`src/common/frame_uart_macros.svh`:
```
`ifndef FRAME_UART_MACROS_SVH
`define FRAME_UART_MACROS_SVH

// bits per pixel, also the uart payload width
`define FRAME_DATA_WIDTH 8

// image geometry
`define FRAME_IMG_WIDTH  4
`define FRAME_IMG_HEIGHT 4

`define FRAME_TOTAL_PIXELS (`FRAME_IMG_WIDTH * `FRAME_IMG_HEIGHT)
`define FRAME_ADDR_WIDTH   $clog2(`FRAME_TOTAL_PIXELS)

// clocks per 16x oversampling tick
`define FRAME_BAUD_DIV 4

`endif

```
`src/common/frame_uart_pkg.sv`:
```
`default_nettype none

`include "frame_uart_macros.svh"

package frame_uart_pkg;

    // one pixel as written by the edge detector and sent on the line
    typedef logic [`FRAME_DATA_WIDTH-1:0] pixel_t;

    // frame buffer location
    typedef logic [`FRAME_ADDR_WIDTH-1:0] addr_t;

endpackage

`default_nettype wire

```
`src/hw/frame_buffer.sv`:
```
`timescale 1ns/1ps
`default_nettype none

`include "frame_uart_macros.svh"

module frame_buffer import frame_uart_pkg::*; (
    input  logic   clk,
    input  logic   reset,
    input  logic   we,
    input  pixel_t wdata,
    input  addr_t  waddr,
    input  logic   frame_tick,
    input  logic   re,
    output pixel_t rdata,
    output logic   frame_done
);
    localparam addr_t LAST_ADDR = addr_t'(`FRAME_TOTAL_PIXELS - 1);

    pixel_t mem [0:`FRAME_TOTAL_PIXELS-1];
    addr_t  rd_ptr;
    addr_t  next_ptr;

    // more bytes left behind the current one
    assign frame_done = (rd_ptr != LAST_ADDR);

    always_comb begin
        if (frame_tick) begin
            next_ptr = '0;
        end else if (re && frame_done) begin
            next_ptr = rd_ptr + 1'b1;
        end else begin
            // holds at the last byte once the frame has been walked
            next_ptr = rd_ptr;
        end
    end

    always_ff @(posedge clk) begin
        if (reset) begin
            rd_ptr <= '0;
        end else begin
            rd_ptr <= next_ptr;
        end
    end

    always_ff @(posedge clk) begin
        if (we) begin
            mem[waddr] <= wdata;
        end
        // registered read, follows the pointer with one clock latency
        rdata <= mem[next_ptr];
    end

endmodule

`default_nettype wire

```
`src/hw/frame_uart_top.sv`:
```
`timescale 1ns/1ps
`default_nettype none

module frame_uart_top import frame_uart_pkg::*; (
    input  logic   clk,
    input  logic   reset,
    input  logic   canny_de,
    input  pixel_t canny_data,
    output logic   tx
);
    logic   we;
    pixel_t wdata;
    addr_t  waddr;
    logic   frame_tick;
    logic   re;
    pixel_t tx_data;
    logic   frame_done;
    logic   b_tick;
    logic   start_trig;
    logic   tx_busy;
    logic   tx_done;

    pixel_capture u_pixel_capture (
        .clk        (clk),
        .reset      (reset),
        .canny_de   (canny_de),
        .canny_data (canny_data),
        .we         (we),
        .wdata      (wdata),
        .waddr      (waddr),
        .frame_tick (frame_tick)
    );

    // rewind on a new frame, step after each sent byte
    assign re = frame_tick | tx_done;

    frame_buffer u_frame_buffer (
        .clk        (clk),
        .reset      (reset),
        .we         (we),
        .wdata      (wdata),
        .waddr      (waddr),
        .frame_tick (frame_tick),
        .re         (re),
        .rdata      (tx_data),
        .frame_done (frame_done)
    );

    baud_tick_gen u_baud_tick_gen (
        .clk    (clk),
        .reset  (reset),
        .b_tick (b_tick)
    );

    uart_tx u_uart_tx (
        .clk        (clk),
        .reset      (reset),
        .start_trig (start_trig),
        .tx_data    (tx_data),
        .b_tick     (b_tick),
        .tx         (tx),
        .tx_busy    (tx_busy),
        .tx_done    (tx_done)
    );

    // one clock behind the read request, so rdata has settled
    always_ff @(posedge clk) begin
        if (reset) begin
            start_trig <= 1'b0;
        end else begin
            start_trig <= frame_tick | (tx_done & ~tx_busy & frame_done);
        end
    end

endmodule

`default_nettype wire

```
`src/hw/pixel_capture.sv`:
```
`timescale 1ns/1ps
`default_nettype none

`include "frame_uart_macros.svh"

module pixel_capture import frame_uart_pkg::*; (
    input  logic   clk,
    input  logic   reset,
    input  logic   canny_de,
    input  pixel_t canny_data,
    output logic   we,
    output pixel_t wdata,
    output addr_t  waddr,
    output logic   frame_tick
);
    localparam addr_t LAST_ADDR = addr_t'(`FRAME_TOTAL_PIXELS - 1);

    localparam logic COLLECT   = 1'b0;
    localparam logic END_FRAME = 1'b1;

    logic  state;
    addr_t addr_cnt;

    always_ff @(posedge clk) begin
        if (reset) begin
            state      <= COLLECT;
            addr_cnt   <= '0;
            we         <= 1'b0;
            frame_tick <= 1'b0;
        end else begin
            we <= canny_de;
            // pulse one clock after the last write
            frame_tick <= (state == END_FRAME);
            if (canny_de) begin
                addr_cnt <= (addr_cnt == LAST_ADDR) ? '0 : addr_cnt + 1'b1;
            end
            case (state)
                COLLECT: begin
                    if (canny_de && addr_cnt == LAST_ADDR) begin
                        state <= END_FRAME;
                    end
                end
                default: begin
                    state <= COLLECT;
                end
            endcase
        end
    end

    // write payload, qualified by we
    always_ff @(posedge clk) begin
        if (canny_de) begin
            wdata <= canny_data;
            waddr <= addr_cnt;
        end
    end

endmodule

`default_nettype wire

```
`src/uart_tx/baud_tick_gen.sv`:
```
`timescale 1ns/1ps
`default_nettype none

`include "frame_uart_macros.svh"

module baud_tick_gen (
    input  logic clk,
    input  logic reset,
    output logic b_tick
);
    localparam int CNT_W = (`FRAME_BAUD_DIV > 1) ? $clog2(`FRAME_BAUD_DIV) : 1;
    localparam logic [CNT_W-1:0] CNT_MAX = CNT_W'(`FRAME_BAUD_DIV - 1);

    logic [CNT_W-1:0] cnt;

    // free running, never restarted by the transmitter
    always_ff @(posedge clk) begin
        if (reset) begin
            cnt    <= '0;
            b_tick <= 1'b0;
        end else begin
            cnt    <= (cnt == CNT_MAX) ? '0 : cnt + 1'b1;
            b_tick <= (cnt == CNT_MAX);
        end
    end

endmodule

`default_nettype wire

```
`src/uart_tx/uart_tx.sv`:
```
`timescale 1ns/1ps
`default_nettype none

`include "frame_uart_macros.svh"

module uart_tx import frame_uart_pkg::*; (
    input  logic   clk,
    input  logic   reset,
    input  logic   start_trig,
    input  pixel_t tx_data,
    input  logic   b_tick,
    output logic   tx,
    output logic   tx_busy,
    output logic   tx_done
);
    localparam int BIT_W = $clog2(`FRAME_DATA_WIDTH);
    localparam logic [3:0]       LAST_TICK = 4'd15;
    localparam logic [BIT_W-1:0] LAST_BIT  = BIT_W'(`FRAME_DATA_WIDTH - 1);

    localparam logic [1:0] IDLE  = 2'd0;
    localparam logic [1:0] START = 2'd1;
    localparam logic [1:0] DATA  = 2'd2;
    localparam logic [1:0] STOP  = 2'd3;

    logic [1:0]       state;
    logic [3:0]       tick_cnt;
    logic [BIT_W-1:0] bit_idx;
    pixel_t           data_reg;

    // line level straight from the state, lsb first
    always_comb begin
        case (state)
            START:   tx = 1'b0;
            DATA:    tx = data_reg[bit_idx];
            default: tx = 1'b1;
        endcase
    end

    always_ff @(posedge clk) begin
        if (reset) begin
            state    <= IDLE;
            tick_cnt <= '0;
            bit_idx  <= '0;
            tx_busy  <= 1'b0;
            tx_done  <= 1'b0;
        end else begin
            tx_done <= 1'b0;
            case (state)
                IDLE: begin
                    if (start_trig) begin
                        state    <= START;
                        tick_cnt <= '0;
                        tx_busy  <= 1'b1;
                    end
                end
                START: begin
                    if (b_tick) begin
                        if (tick_cnt == LAST_TICK) begin
                            tick_cnt <= '0;
                            bit_idx  <= '0;
                            state    <= DATA;
                        end else begin
                            tick_cnt <= tick_cnt + 1'b1;
                        end
                    end
                end
                DATA: begin
                    if (b_tick) begin
                        if (tick_cnt == LAST_TICK) begin
                            tick_cnt <= '0;
                            if (bit_idx == LAST_BIT) begin
                                state <= STOP;
                            end else begin
                                bit_idx <= bit_idx + 1'b1;
                            end
                        end else begin
                            tick_cnt <= tick_cnt + 1'b1;
                        end
                    end
                end
                default: begin
                    if (b_tick) begin
                        if (tick_cnt == LAST_TICK) begin
                            // busy drops in the same edge so the next trigger is allowed
                            state   <= IDLE;
                            tx_busy <= 1'b0;
                            tx_done <= 1'b1;
                        end else begin
                            tick_cnt <= tick_cnt + 1'b1;
                        end
                    end
                end
            endcase
        end
    end

    // byte latched once per start
    always_ff @(posedge clk) begin
        if (state == IDLE && start_trig) begin
            data_reg <= tx_data;
        end
    end

endmodule

`default_nettype wire

```
`config.mk`:
```
export PLATFORM = sky130hd
export DESIGN_NAME = frame_uart_top
export DESIGN_NICKNAME = d
export VERILOG_FILES = /design/src/common/frame_uart_pkg.sv /design/src/hw/frame_buffer.sv /design/src/hw/frame_uart_top.sv /design/src/hw/pixel_capture.sv /design/src/uart_tx/baud_tick_gen.sv /design/src/uart_tx/uart_tx.sv
export VERILOG_INCLUDE_DIRS = /design/src /design/src/common
export SDC_FILE = /design/constraint.sdc
export NUM_CORES = 1
export LEC_CHECK = 0
export BUFFER_PORTS_ARGS = -buffer_cell sky130_fd_sc_hd__buf_4
export CORE_ASPECT_RATIO = 2
export CORE_MARGIN = 4
export CORE_UTILIZATION = 30
export CTS_CLUSTER_SIZE = 16
export DETAILED_ROUTE_END_ITERATION = 10
export PLACE_DENSITY = 0.47
export SLEW_MARGIN = 20
export SYNTH_ARGS = -nofsm -noshare
export SYNTH_HDL_FRONTEND = slang
export SYNTH_SLANG_ARGS = --single-unit
```
`constraint.sdc`:
```
create_clock -name clk -period 4.5 [get_ports clk]
set_clock_uncertainty 0.1 [all_clocks]
set_input_delay 0 -clock clk [delete_from_list [all_inputs] [get_ports clk]]
set_output_delay 0 -clock clk [all_outputs]
set_load 0.005 [all_outputs]
```
* After elaboration in Yosys (flattened, before gate mapping) *
Memory sizes are Yosys's and may differ from the RTL's. A register that Yosys moved wholly into a read port is not among the register bits.
Cells that the tools add are included.

storage, ports and cells
  register bits after elaboration = 46
  bits in latches = 0
  RAM bits = 128
  memory bits (read-only) = 0
  input bits = 11
  output and inout port bits = 1
  logic and storage cells = 96
  memories kept = 1

operators by class
  add/subtract/negate cells = 5
  multiply operators = 0
  div/mod/pow operators = 0
  magnitude comparators = 1
  eq/ne operators = 16
  shift-type cells = 0
  multiplexer cells = 35
  bitwise gates (word level) = 7
  reduce and logical (&&, ||, !) cells = 15

memory list
  memory              words  bits a word  read ports  clocked after Yosys merged registers in  wr ports  line                RTL
  u_frame_buffer.mem  16     8            1           1                                        1         frame_buffer.sv:19  pixel_t mem [0:`FRAME_TOTAL_PIXELS-1];

operators with widths
  operator             number
  $mux 4               8
  $mux 2               8
  $mux 3               5
  $add 4x1->4 const B  3
  $eq 4x4->1 const B   2
  $mux 1               8
  $ne 2x1->1 const B   4
  $ne 2x2->1 const B   4
  $pmux 4 s2           1
  $reduce_and 4->1     2
  $reduce_and 8->1     1
  $pmux 2 s3           1
  $pmux 3 s2           1
  $reduce_and 6->1     1
  $reduce_bool 2->1    3
  $reduce_or 2->1      3
  $reduce_or 5->1      1
  $eq 2x2->1 const B   2
  $lt 3x4->1 const B   1
  $ne 4x4->1 const B   1
  $pmux 1 s2           2
  $add 3x1->3 const B  1
  $bmux 1 s3           1
  $eq 3x3->1 const B   1
  8 further kinds      14

* Longest topological paths before layout *
  word-level depth = 5
  gate-level depth with buffers = 10
  depth with buffers taken out = 8

* By module *
A second synthesis with hierarchy kept.

second synthesis, totals
  cells, all modules = 519
  area, all modules = 7566.0 um^2

modules (own cells, without submodules)
  module          times used  cells an instance  area each (um^2)  seq. area each (um^2)
  frame_buffer    1           372                5744.3            4083.9
  uart_tx         1           96                 1038.5            460.4
  pixel_capture   1           39                 636.9             500.5
  baud_tick_gen   1           7                  103.8             60.1
  frame_uart_top  1           5                  42.5              20.0

* Worst setup path before layout *
OpenSTA, ideal clock, no wires.

  path type = reg-to-reg
  from = register u_frame_buffer.rd_ptr[0]
  to = register u_frame_buffer.rdata[2] (read register of u_frame_buffer.mem)
  setup time = 0.132 ns
  arrival time = 2.165 ns
  required time = 4.268 ns
  slack = 2.102 ns
  stages on the path, launching flop included = 10
  buffers on the path = 2
  clock period less this slack = 2.398 ns
  path through = dfxtp_1 -> ha_1 -> and4_1 -> a211oi_2 -> or2_1 -> buf_4 -> buf_6 -> mux2_2 -> o311ai_0 -> o22ai_1

on the way
  longest elaborated chain between the ends = 4
  elaborated cells between the ends (all ways) = 5
  those cells by class = add/sub: 1; eq/ne: 1; mux: 2; reduce/logical: 1

ends and longest elaborated chain
  item                                                 line                RTL
  start: declaration                                   frame_buffer.sv:20  addr_t rd_ptr;
  start signal: assignment                             frame_buffer.sv:41  rd_ptr <= next_ptr;
  branches (longest 2 deep; another with $add 4x1->4)  -
  $mux 4 (*)                                           frame_buffer.sv:29  end else if (re && frame_done) begin
  $mux 4 (*)                                           frame_buffer.sv:27  if (frame_tick) begin
  end: declaration                                     frame_buffer.sv:14  output pixel_t rdata,

Every way passes the cells marked *.
A chain may end at the register's enable or synchronous reset.

* Final worst setup path *
  from = register u_frame_buffer.rd_ptr[0]
  to = register u_frame_buffer.rdata[4] (read register of u_frame_buffer.mem)

Same word-level chain as after synthesis.

==> metrics.txt <==
crit path max fanout=28; Worst Tran Pin Value=1.01 ns; Final ANT Viol Nets=0; Nets=530; top_reg_cell synth=edfxtp_1; FF-to-FF Start=u_frame_buffer.rd_ptr[0]$_SDFF_PP0_; Post-synth EDFFs=roughly 150; initial DRC count=222; hpwl dp=12700 um; Placement Cell Area=about 7600 um2; Final Cycle Share=approximately two thirds; Synth cell types=between 40 and 50; Port Buffers=11; top-area cell type share of the netlist area=61.7%; Initial DRT Pass Iterations=4; Fin Setup TNS=0 ns; initial antenna violation count=0; GP Congestion=0.853; antenna diode count=0; via count=a little over 4000; CTS Buffer Depth=2; Fin. Hold Viols=0; Worst Path Required=4.71 ns; GRT Overall Usage=13.7%; Reg clk slew, reported paths=~0.080 ns; Reg with most FFs=u_frame_buffer.mem; Syn Inst Count=roughly 480; max-cap violation count=0; global-route wire length before repair=26100 um; outcome=finished clean; CTS Buf Count=17; Static Leak=2.92 nW; max reg flops=128; startpoint types=flop; final WL=17700 um; vias in the first global route=4191; Slew Limit Fails=0; RSZ-0062 raised after global routing=no; Synth top cells by count=148 x edfxtp_1, 46 x nor2_1, 38 x mux2i_1; CTS Root Cell=clkbuf_16; largest cells by area after synthesis=edfxtp_1 62%, dfxtp_1 9.4%, mux2i_1 5.3%, mux2_2 2.8%, nor2_1 2.4%; number of primary I/O pins=12; die width=approximately 120 um; Initial Utilization=30.4%; VDD IR max=202 uV; DR WL/cell=21.9 um; Tmin final=2.96 ns; Hold Path Stages=2; Ys Warns=0; syn_area_per_cell=14.9 um2; FFs w/ async S/R, synth=0%; CTS Sinks=182; layout cells sized above 1=14.9%; sequential share of the synthesized area=a little under three quarters; die area=26700 um2; Pwr per Cell Area=between 400 and 500 nW/um2; hold endpoint=u_pixel_capture.wdata[4]$_DFFE_PP_; R2R depth=8; GRT overflow=0; worst flop-to-flop path endpoint=u_frame_buffer.rdata[4]$_DFF_P_; Hold Startpoint=canny_data[4]; core area=23700 um2; FF+latch count, synth=~180; Rows=80; Crit. End Element=flop; Finished Cell Area=8350 um2; CP Class=reg -> reg; Area growth syn-to-layout=15.8%; fillers=2222; Via density=5.02; worst hold path class=in -> reg; Final Power=3.51 mW; top-count cell post-synth=edfxtp_1; Die Height=about 230 um; Worst-Skew Late Latency=roughly 0.45 ns; post-synthesis instance area=7210 um2; CTS tree=built; worst reg-to-reg setup slack=~1.5 ns; DRC=0; final setup fails=0; Synth area leader=edfxtp_1; Mapped Nets=between 500 and 600; post-cts resize count=0; relative slew slack=between 30% and 40%; CP arrival=3.18 ns; H-tree depth=4; maximum clock frequency=~340 MHz; largest net degree at the start of global routing=35
==> cell families (layout without fill, tap and decap cells) <==
| family | Yosys count | in the layout | synth area share, % |
|---|---|---|---|
| buffers and inverters | 28 | 66 | 1.86 |
| XOR/XNOR | 2 | 2 | 0.243 |
| multiplexers | 58 | 58 | 8.72 |
| AO/OA/AOI/OAI | 68 | 68 | 7.03 |
| flip-flops | 182 | 182 | 71.1 |
| adder cells (fa/ha/maj) | 10 | 10 | 1.74 |
| AND/OR/NAND/NOR | 136 | 136 | 9.29 |
==> timing repair <==
item,in CTS,in global routing
hold endpoints to repair,46,0
buffers inserted,0,0
hold buffers,11,0
==> stage by stage <==
step	utilization [%]	setup slack [ns]	hold WS (ns)	instances
detailed placement	32.1	1.54	0.0795	766
global route	35.2	1.35	0.165	809
CTS	35.2	1.52	0.140	809
floorplan	-	2.10	-0.0284	484
global placement	32.0	1.34	0.0795	765
finish	35.2	1.54	0.167	809
==> worst max path at each step <==
stage	slack (ns)	depth (start not counted)	to	start
global placement	1.34	7	u_frame_buffer.rdata[6]$_DFF_P_	u_frame_buffer.rd_ptr[0]$_SDFF_PP0_
detailed placement	1.54	8	u_frame_buffer.rdata[4]$_DFF_P_	u_frame_buffer.rd_ptr[0]$_SDFF_PP0_
floorplan	2.10	9	u_frame_buffer.rdata[2]$_DFF_P_	u_frame_buffer.rd_ptr[0]$_SDFF_PP0_
finish	1.54	8	u_frame_buffer.rdata[4]$_DFF_P_	u_frame_buffer.rd_ptr[0]$_SDFF_PP0_
CTS	1.52	8	u_frame_buffer.rdata[4]$_DFF_P_	u_frame_buffer.rd_ptr[0]$_SDFF_PP0_
global route	1.35	7	u_frame_buffer.rdata[3]$_DFF_P_	u_frame_buffer.rd_ptr[0]$_SDFF_PP0_
==> layout by cell type, fill, tap and decap left out, types with 7 or more instances in the layout <==
cell and count:
nor4_1 7, nor2_1 44, dlygate4sd3_1 11, nand3_1 31, edfxtp_1 148, nor3_1 7
a21oi_1 13, nor2b_1 9, clkbuf_16 17, o21ai_0 10, dfxtp_1 34, a211oi_1 13
buf_4 16, nand2_1 12, mux2_2 18, o2111a_1 12, ha_1 10, mux2i_1 38
==> layer usage <==
layer	global-route usage, %	wire [um]
met5	0	0
met4	10.2	1050
met1	12.1	5800
met3	2.69	391
met2	27.0	10400
==> layout make-up <==
| cell class | count | area, um2 | area share [%] |
|---|---|---|---|
| Sequential cell | 182 | 5120 | 61.4 |
| Timing Repair Buffer | 28 | 250 | 3.00 |
| Clock buffer | 17 | 425 | 5.10 |
| Clock inverter | 15 | 189 | 2.26 |
| Multi-Input combinational cell | 274 | 1970 | 23.7 |
| Inverter | 6 | 22.5 | 0.270 |
| Tap cell | 287 | 359 | 4.30 |
==> power breakdown <==
group	switching [mW]	total, mW	internal [mW]
clock network	0.731	1.49	0.759
registers	0.0494	1.91	1.86
logic	0.0628	0.113	0.0499
total	0.843	3.51	2.67
==> critical path: stages, from the launching register on <==
cell	delay, ns
dfxtp_1	0.39
ha_1	0.24
nand3_1	0.21
a211oi_4	0.27
or2_2	0.46
buf_12	0.27
mux2_2	0.36
a211oi_1	0.40
nor4_1	0.11
Note: power is estimated with default switching activity, not from simulation.
